### src/design/ecc_pkg.sv
//******************************
// widths, Hamming check masks and pipeline
// structs for the 32-bit SECDED block
//******************************
`default_nettype none

package ecc_pkg;

   localparam int DATA_W   = 32;
   localparam int ECC_W    = 7;    // 6 hamming bits + overall parity
   localparam int SYN_W    = 6;
   localparam int CODE_POS = 39;   // positions 1..38 plus the overall bit

   // check bit i covers the data bits whose hamming position has bit i set.
   // data fills positions 3,5,6,7,9,... so data bit 0 lands on position 3
   localparam logic [SYN_W-1:0][DATA_W-1:0] CHECK_MASK = '{
      32'hFC00_0000,   // [5] positions 32..38
      32'h03FF_F800,   // [4] positions 16..31
      32'h03FC_07F0,   // [3]
      32'hE3C3_C78E,   // [2]
      32'h9B33_366D,   // [1]
      32'h56AA_AD5B    // [0]
   };

   // stored memory word
   typedef struct packed {
      logic [ECC_W-1:0]  ecc;    // [6] is the overall parity
      logic [DATA_W-1:0] data;
   } code_word_t;

   // request into the check path
   typedef struct packed {
      logic       valid;
      logic       sed_ded;      // detect only, overall parity ignored
      code_word_t code;
   } check_req_t;

   // decode to execute register
   typedef struct packed {
      logic             valid;
      logic             sed_ded;
      logic [SYN_W-1:0] syndrome;   // failing hamming position
      logic             overall;    // parity over all 39 bits
      code_word_t       code;       // as received
   } syndrome_t;

   // check path output
   typedef struct packed {
      logic       valid;
      logic       single_err;   // corrected
      logic       double_err;   // uncorrectable, code passed through
      code_word_t code;
   } check_result_t;

endpackage

`default_nettype wire

### src/design/ecc_correct.sv
//******************************
// check path execute stage
// fixes single errors, flags double
// errors and registers the result
//******************************
`default_nettype none
`timescale 1ns/10ps

module ecc_correct (
   input  logic                    clk,
   input  logic                    rst_l,
   input  ecc_pkg::syndrome_t      syn,
   output ecc_pkg::check_result_t  chk_result
);

   ecc_pkg::code_word_t          code_in;
   logic [ecc_pkg::CODE_POS-1:0] ham_word;     // index p-1 holds hamming position p
   logic [ecc_pkg::CODE_POS-1:0] flip_mask;
   logic [ecc_pkg::CODE_POS-1:0] fixed_word;
   ecc_pkg::code_word_t          code_fixed;
   logic                         any_err;
   logic                         single_d;
   logic                         double_d;

   logic                         valid_q;
   logic                         single_q;
   logic                         double_q;
   ecc_pkg::code_word_t          code_q;

   assign code_in = syn.code;

   // scatter into position order, check bit k sits at 2^k
   always_comb begin
      int d;
      int k;
      d        = 0;
      k        = 0;
      ham_word = '0;
      for (int p = 1; p < ecc_pkg::CODE_POS; p++) begin
         if ((p & (p - 1)) == 0) begin
            ham_word[p-1] = code_in.ecc[k];
            k++;
         end else begin
            ham_word[p-1] = code_in.data[d];
            d++;
         end
      end
      ham_word[ecc_pkg::CODE_POS-1] = code_in.ecc[ecc_pkg::ECC_W-1];
   end

   // one-hot on the failing position, 39..63 select nothing
   always_comb begin
      flip_mask = '0;
      for (int p = 1; p < ecc_pkg::CODE_POS; p++) begin
         flip_mask[p-1] = (int'(syn.syndrome) == p);
      end
      flip_mask[ecc_pkg::CODE_POS-1] = (syn.syndrome == '0);   // only the overall bit is bad
   end

   assign any_err    = syn.valid & ((syn.syndrome != '0) | syn.overall);
   assign single_d   = any_err & syn.overall;
   assign double_d   = any_err & ~syn.overall;
   assign fixed_word = single_d ? (ham_word ^ flip_mask) : ham_word;

   // gather back to data and check bits
   always_comb begin
      int d;
      int k;
      d          = 0;
      k          = 0;
      code_fixed = '0;
      for (int p = 1; p < ecc_pkg::CODE_POS; p++) begin
         if ((p & (p - 1)) == 0) begin
            code_fixed.ecc[k] = fixed_word[p-1];
            k++;
         end else begin
            code_fixed.data[d] = fixed_word[p-1];
            d++;
         end
      end
      code_fixed.ecc[ecc_pkg::ECC_W-1] = fixed_word[ecc_pkg::CODE_POS-1];
   end

   always_ff @(posedge clk or negedge rst_l) begin
      if (!rst_l) begin
         valid_q  <= 1'b0;
         single_q <= 1'b0;
         double_q <= 1'b0;
      end else begin
         valid_q  <= syn.valid;
         single_q <= single_d;
         double_q <= double_d;
      end
   end

   always_ff @(posedge clk) begin
      if (syn.valid) code_q <= code_fixed;
   end

   assign chk_result = '{valid:      valid_q,
                         single_err: single_q,
                         double_err: double_q,
                         code:       code_q};

   a_err_exclusive: assert property (
      @(posedge clk) disable iff (!rst_l)
      !(chk_result.single_err && chk_result.double_err)
   ) else $error("single and double error flagged together");

endmodule

`default_nettype wire

### src/design/ecc_encoder.sv
//******************************
// write path encoder, one cycle
// data word in, 39-bit codeword out
//******************************
`default_nettype none
`timescale 1ns/10ps

module ecc_encoder (
   input  logic                       clk,
   input  logic                       rst_l,
   input  logic                       wr_valid,
   input  logic [ecc_pkg::DATA_W-1:0] wr_data,
   output logic                       enc_valid,
   output ecc_pkg::code_word_t        enc_code
);

   logic [ecc_pkg::SYN_W-1:0] ham_bits;
   logic                      overall;

   // one masked parity per hamming check bit
   always_comb begin
      for (int i = 0; i < ecc_pkg::SYN_W; i++) begin
         ham_bits[i] = ^(wr_data & ecc_pkg::CHECK_MASK[i]);
      end
   end

   assign overall = (^wr_data) ^ (^ham_bits);   // makes the whole word even

   always_ff @(posedge clk or negedge rst_l) begin
      if (!rst_l) begin
         enc_valid <= 1'b0;
      end else begin
         enc_valid <= wr_valid;
      end
   end

   always_ff @(posedge clk) begin
      if (wr_valid) begin
         enc_code.data <= wr_data;
         enc_code.ecc  <= {overall, ham_bits};
      end
   end

   // any valid codeword leaves with even parity over all 39 bits
   a_enc_even_parity: assert property (
      @(posedge clk) disable iff (!rst_l)
      enc_valid |-> !(^enc_code)
   ) else $error("encoder produced odd parity codeword %h", enc_code);

endmodule

`default_nettype wire

### src/design/ecc_syndrome.sv
//******************************
// check path decode stage
// registers syndrome, overall parity
// and the received codeword
//******************************
`default_nettype none
`timescale 1ns/10ps

module ecc_syndrome (
   input  logic                  clk,
   input  logic                  rst_l,
   input  ecc_pkg::check_req_t   chk_req,
   output ecc_pkg::syndrome_t    syn
);

   ecc_pkg::code_word_t       code_in;
   logic [ecc_pkg::SYN_W-1:0] syndrome_d;
   logic                      overall_d;

   logic                      valid_q;
   logic                      sed_ded_q;
   logic [ecc_pkg::SYN_W-1:0] syndrome_q;
   logic                      overall_q;
   ecc_pkg::code_word_t       code_q;

   assign code_in = chk_req.code;

   // received check bit against the recomputed one
   always_comb begin
      for (int i = 0; i < ecc_pkg::SYN_W; i++) begin
         syndrome_d[i] = code_in.ecc[i] ^ (^(code_in.data & ecc_pkg::CHECK_MASK[i]));
      end
   end

   // detect-only mode drops the overall bit, so every error looks double
   assign overall_d = ((^code_in.data) ^ (^code_in.ecc)) & ~chk_req.sed_ded;

   always_ff @(posedge clk or negedge rst_l) begin
      if (!rst_l) begin
         valid_q <= 1'b0;
      end else begin
         valid_q <= chk_req.valid;
      end
   end

   always_ff @(posedge clk) begin
      if (chk_req.valid) begin
         sed_ded_q  <= chk_req.sed_ded;
         syndrome_q <= syndrome_d;
         overall_q  <= overall_d;
         code_q     <= code_in;
      end
   end

   assign syn = '{valid:    valid_q,
                  sed_ded:  sed_ded_q,
                  syndrome: syndrome_q,
                  overall:  overall_q,
                  code:     code_q};

   // execute stage must never see a single error in detect-only mode
   a_sed_ded_no_overall: assert property (
      @(posedge clk) disable iff (!rst_l)
      (syn.valid && syn.sed_ded) |-> !syn.overall
   ) else $error("overall parity set in detect-only mode");

endmodule

`default_nettype wire

### src/design/ecc_top.sv
//******************************
// SECDED top, write path encoder
// plus the two-stage check pipeline
//******************************
`default_nettype none
`timescale 1ns/10ps

module ecc_top (
   input  logic                       clk,
   input  logic                       rst_l,
   // write path
   input  logic                       wr_valid,
   input  logic [ecc_pkg::DATA_W-1:0] wr_data,
   output logic                       enc_valid,
   output ecc_pkg::code_word_t        enc_code,
   // check path, result two cycles after request
   input  ecc_pkg::check_req_t        chk_req,
   output ecc_pkg::check_result_t     chk_result
);

   ecc_pkg::syndrome_t syn;   // decode -> execute

   ecc_encoder u_encoder (
      .clk       (clk),
      .rst_l     (rst_l),
      .wr_valid  (wr_valid),
      .wr_data   (wr_data),
      .enc_valid (enc_valid),
      .enc_code  (enc_code)
   );

   ecc_syndrome u_syndrome (
      .clk     (clk),
      .rst_l   (rst_l),
      .chk_req (chk_req),
      .syn     (syn)
   );

   ecc_correct u_correct (
      .clk        (clk),
      .rst_l      (rst_l),
      .syn        (syn),
      .chk_result (chk_result)
   );

endmodule

`default_nettype wire

### config.mk
export PLATFORM = sky130hd
export DESIGN_NAME = ecc_top
export DESIGN_NICKNAME = d
export VERILOG_FILES = /design/src/design/ecc_pkg.sv /design/src/design/ecc_correct.sv /design/src/design/ecc_encoder.sv /design/src/design/ecc_syndrome.sv /design/src/design/ecc_top.sv
export SDC_FILE = /design/constraint.sdc
export NUM_CORES = 1
export LEC_CHECK = 0
export BUFFER_PORTS_ARGS = -buffer_cell sky130_fd_sc_hd__buf_2
export CAP_MARGIN = 20
export CORE_MARGIN = 3
export CORE_UTILIZATION = 50
export CTS_BUF_LIST = sky130_fd_sc_hd__clkbuf_16
export DETAILED_ROUTE_END_ITERATION = 8
export GPL_TIMING_DRIVEN = 0
export PLACE_DENSITY = 0.78
export REMOVE_ABC_BUFFERS = 1
export SLEW_MARGIN = 20
export SYNTH_ARGS = -nofsm -noshare
export SYNTH_HDL_FRONTEND = slang
export SYNTH_SLANG_ARGS = --single-unit
export TNS_END_PERCENT = 10
### constraint.sdc
create_clock -name clk -period 3.48 [get_ports clk]
set_input_delay 0.696 -clock clk [delete_from_list [all_inputs] [get_ports clk]]
set_output_delay 0.696 -clock clk [all_outputs]
set_load 0.005 [all_outputs]
### After elaboration in Yosys (flattened, before gate mapping)

Cells that the tools add are included.
Widths: inputs -> output; s select.

| word-level totals | value |
|---|---|
| register bits after elaboration | 129 |
| bits of input ports | 76 |
| output and inout bits | 82 |
| logic and storage cells | 86 |

| cells by class | value |
|---|---|
| equality and inequality tests | 38 |
| multiplexer cells | 1 |
| bitwise operators | 16 |
| reduce and logical (&&, ||, !) cells | 18 |

Operators by type and width:

| cell | number |
|---|---|
| $reduce_xor 32->1 | 14 |
| $eq 6x6->1 const B | 23 |
| $eq 6x5->1 const B | 8 |
| $mux 39 | 1 |
| $xor 39x39->39 | 1 |
| $eq 6x4->1 const B | 4 |
| $eq 6x3->1 const B | 2 |
| $xor 1x1->1 | 8 |
| $reduce_xor 7->1 | 1 |
| $eq 6x2->1 const B | 1 |
| $logic_not 6->1 | 1 |
| $reduce_bool 6->1 | 1 |
| $reduce_xor 6->1 | 1 |
| $and 1x1->1 | 4 |
| $not 1->1 | 2 |
| $or 1x1->1 | 1 |

### Longest topological paths before layout

| logic depth | value |
|---|---|
| depth in word-level cells | 5 |
| mapped depth | 5 |
| gate-level depth less buffers | 5 |

### Hierarchy

From an unflattened synthesis, not the netlist that was laid out.

| unflattened totals | value |
|---|---|
| cell total of the unflattened synthesis | 377 |
| area, all modules | 6,078.3 sq um |

By module, submodules not included:

| module | instances | cells each | area an instance (sq um) | seq. area each (sq um) |
|---|---|---|---|---|
| ecc_syndrome | 1 | 120 | 2,157.1 | 1,436.4 |
| ecc_correct | 1 | 157 | 2,064.5 | 1,246.2 |
| ecc_encoder | 1 | 100 | 1,856.8 | 1,196.1 |

### Worst setup path before layout

OpenSTA, ideal clock, no wires.

| timing path | value |
|---|---|
| kind | register to register |
| start point | register u_syndrome.valid_q |
| end point | register u_correct.code_q, in the netlist u_correct.chk_result[18] (data pin) |
| library setup time | 266 ps |
| arrival time | 2,570 ps |
| required time | 3,214 ps |
| slack | 644 ps |
| stages on the path, launching flop included | 6 |
| path buffers | 0 |
| period minus slack after synthesis | 2,836 ps |
| cells stage by stage | dfrtp_1 -> nand2_1 -> nor3b_1 -> nand3b_1 -> nor3_1 -> xor2_1 |

| on the way | value |
|---|---|
| cells in the longest elaborated chain, start to end | 3 |

RTL lines:

| element | line | text |
|---|---|---|
| from (decl) | ecc_syndrome.sv:20 | `logic valid_q;` |
| from (signal assigned) | ecc_syndrome.sv:42 | `valid_q <= chk_req.valid;` |
| $and 1x1->1 | ecc_correct.sv:60 | `assign any_err = syn.valid & ((syn.syndrome != '0) \| syn.overall);` |
| $and 1x1->1 | ecc_correct.sv:61 | `assign single_d = any_err & syn.overall;` |
| $mux 39 | ecc_correct.sv:63 | `assign fixed_word = single_d ? (ham_word ^ flip_mask) : ham_word;` |
| net u_correct.fixed_word, one bit | ecc_correct.sv:19 | `logic [ecc_pkg::CODE_POS-1:0] fixed_word;` |
| to (signal assigned) | ecc_correct.sv:97 | `if (syn.valid) code_q <= code_fixed;` |
| to (decl) | ecc_correct.sv:28 | `ecc_pkg::code_word_t code_q;` |

The timed path passes the listed nets, and every way through them passes these cells.
A chain may end at the register's enable or synchronous reset.

### Worst setup path in the final report

| timing path | value |
|---|---|
| start point | register u_syndrome.valid_q |
| end point | register u_correct.code_q, in the netlist u_correct.chk_result[22] (data pin) |

The elaborated chain is that of the path after synthesis.

==> results.sh <==
export IMPL_status="complete, no violations"
export IMPL_start_util=0.5155
export IMPL_critical_path_cell_chain="buf_16, nand2_1, nor3b_2, nand3_1, nor3_1, xor2_1"
export IMPL_reg2reg_from="u_syndrome.valid_q$_DFF_PN0_"
export IMPL_fp_dieW_microns=115.0
export IMPL_drt_iter0_drc=227
export IMPL_finalWorstSetupSlack_ps=843.2
export IMPL_cp_required_ps=3630
export IMPL_setup_viol=0
export IMPL_die_area_sq_mm=0.01322
export IMPL_maxSlewHeadroom=0.2665
export IMPL_synth_area_per_cell_sq_um=16.58
export IMPL_dpl_instance_area_sq_mm=0.006903
export IMPL_drv_cap=0
export IMPL_rows=39
export IMPL_syn_cell_area_sq_mm=0.005937
export IMPL_min_path_type="in -> async"
export IMPL_post_drt_wl_per_cell_microns=17.31
export IMPL_grt_pass1_vias=3458
export IMPL_insertion_delay_ps=410
export IMPL_internal_power_mw=3.732
export IMPL_cp_slowest_stage_delay_ps=680
export IMPL_core_sq_mm=0.01152
export IMPL_route_vias_total=3352
export IMPL_cp_startpoint="u_syndrome.valid_q$_DFF_PN0_"
export IMPL_start_kind="register"
export IMPL_drt_wl_total_microns=11840
export IMPL_remaining_drc_errors=0
export IMPL_hold_viol_final=0
export IMPL_cp_max_fo=24
export IMPL_final_cell_count_no_fill=684
export IMPL_finClkSkew_ps=7.347
export IMPL_vdd_drop_max_mv=0.4565
export IMPL_ys_seq_elements=129
export IMPL_pwr_share_seq=0.425
export IMPL_setup_tns_ps=0
export IMPL_drv_slew=0
export IMPL_p_sw_frac=0.2522
export IMPL_cp_slowest_cell="dfrtp_2"
export IMPL_diodes=0
export IMPL_path_buf_inv=1
export IMPL_antenna_found_initial=0
export IMPL_period_needed_ps=2637
export IMPL_gp_congestion=0.7919
export IMPL_combPwrFrac=0.246
export IMPL_final_nets=604
export IMPL_synthToLayoutAreaGrowth_pct=25.56
export IMPL_fin_area_sq_mm=0.007455
export IMPL_port_buffer_count=157
export IMPL_cts_hold_buf=0
export IMPL_grt_max_degree=48
export IMPL_reg2reg_slack_ps=840
export IMPL_grt_usage=0.1862
export IMPL_grt_setup_unrepaired="no"
export IMPL_final_common_cell="buf_2"
export IMPL_r2r_cells=6
export IMPL_cts_resized=0
export IMPL_synth_cells=358
export IMPL_gr_total_overflow=0
export IMPL_clk_pin_slew_ps=60
export IMPL_die_y_microns=115.0
export IMPL_dr_pass1_iters=4
export IMPL_fin_crit_sh=0.7577
export IMPL_layout_drive_gt1_share=0.3512
export IMPL_ant_nets=0
export IMPL_pre_cts_ws_ps=581.4
export IMPL_power_density_mw_per_mm2=669.4
export IMPL_hold_slack_ps=85.22
export IMPL_h_tree_depth=4
export IMPL_cp_arrival_ps=2780
export IMPL_placed_cells=652
export IMPL_power_leakage_nw=3.055
export IMPL_yosysUniqueCellTypes=21
export IMPL_yosysTopAreaCellShare=0.6272
export IMPL_pwr_share_clk=0.329
export IMPL_place_detailed_hpwl_microns=8669
export IMPL_switching_power_mw=1.259
export IMPL_layout_common_cells="157 x buf_2, 124 x edfxtp_1, 94 x xnor2_1, 33 x xor2_1"
export IMPL_cts_setup_buffers=0
export IMPL_synth_area_leaders="edfxtp_1 63%, xnor2_1 14%, xnor3_1 9.9%"
export IMPL_utilization=0.6473
export IMPL_yosysWarnings=0
export IMPL_cts_buffer_depth=2
export IMPL_power_total_mw=4.990
export IMPL_fill_cells=830
export IMPL_cts_made_buffers=17
export IMPL_cts_tree="built"
export IMPL_root_buffer="clkbuf_16"
export IMPL_fmax_mhz=379.3
export IMPL_tightest_slew_ps=1090
export IMPL_yosysTopAreaCell="edfxtp_1"
export IMPL_reg2reg_to="u_correct.chk_result[22]$_DFFE_PP_"
export IMPL_crit_type="reg -> reg"
export IMPL_grt_pass1_wl_microns=17980
export IMPL_worst_setup_path_end_kind="register"
export IMPL_viasPerCell=4.901
export IMPL_crit_family="simple AND/OR/NAND/NOR gates"
export IMPL_cts_sinks=129
export IMPL_yosysSeqAreaShare=0.6483
export IMPL_io_pins=158
synthesized netlist by cell type:
cell type,instances
edfxtp_1,124
xnor2_1,94
xor2_1,33
nand2_1,26
xnor3_1,26
nor2_1,15
nor3_1,8
nand2b_1,6
dfrtp_1,5
clkbuf_1,4
buf_4,3
nand3_1,3
inv_1,2
nor3b_1,2
a21oi_1,1
and3b_1,1
nand3b_1,1
nor4_1,1
xnor2_2,1
xor2_2,1
xor3_1,1
registers in the layout, indices dropped and copies added (netlist names):
| name | count |
|---|---|
| u_correct.chk_result | 39 |
| u_correct.double_q | 1 |
| u_correct.single_q | 1 |
| u_correct.valid_q | 1 |
| u_encoder.enc_code | 39 |
| u_encoder.enc_valid | 1 |
| u_syndrome.overall_q | 1 |
| u_syndrome.syn | 39 |
| u_syndrome.syndrome_q | 6 |
| u_syndrome.valid_q | 1 |
power by group through the flow:
stage / Clock (mW) / Combinational (mW) / Sequential, mW
global placement: 0 / 1.20 / 2.14
detailed placement: 0 / 1.23 / 2.15
floorplan: 0 / 0.843 / 2.14
CTS: 1.68 / 1.24 / 2.12
finish: 1.64 / 1.23 / 2.12
global route: 1.75 / 1.32 / 2.14
routing by layer:
| metal | vias to the layer above | track usage | part of all wire |
|---|---|---|---|
| met3 | 16 | 0.05263 | 0.067 |
| met4 | 0 | 0.07903 | 0.019 |
| met5 | - | 0 | 0 |
| met1 | 1595 | 0.2155 | 0.40 |
| li1 | 1593 | - | - |
| met2 | 148 | 0.3245 | 0.51 |
worst register-to-register path: stages (launching register included):
cell	delay, ps
dfrtp_2	680
buf_16	240
nand2_1	160
nor3b_2	640
nand3_1	290
nor3_1	250
xor2_1	110
kinds of logic after synthesis:
family                    share of synthesized area
and+or+nand+nor                             0.04784
buffers and inverters                      0.007586
AOI/OAI and AO/OA                         0.0008422
xor gates and xnor gates                     0.2955
DFF                                          0.6483
worst max-delay path by stage:
stage | to | slack (ps) | cells past startpoint
global placement | u_correct.chk_result[18]$_DFFE_PP_ | -400 | 5
finish | u_correct.chk_result[22]$_DFFE_PP_ | 840 | 6
detailed placement | u_encoder.enc_code[38]$_DFFE_PP_ | 580 | 6
CTS | u_correct.chk_result[18]$_DFFE_PP_ | 830 | 6
floorplan | u_correct.chk_result[18]$_DFFE_PP_ | 640 | 5
global route | u_correct.chk_result[22]$_DFFE_PP_ | 590 | 6
final cells by class:
type	count	area, sq um	area share
flip-flops and latches	129	3850	0.5164
clock inverters	15	126.4	0.01695
inverters	2	7.507	0.001007
repair buffers	158	813.3	0.1091
clock buffers	17	425.4	0.05707
multi-input cells	220	2053	0.2754
well taps	143	178.9	0.02400
Note: power is estimated with default switching activity, not from simulation.
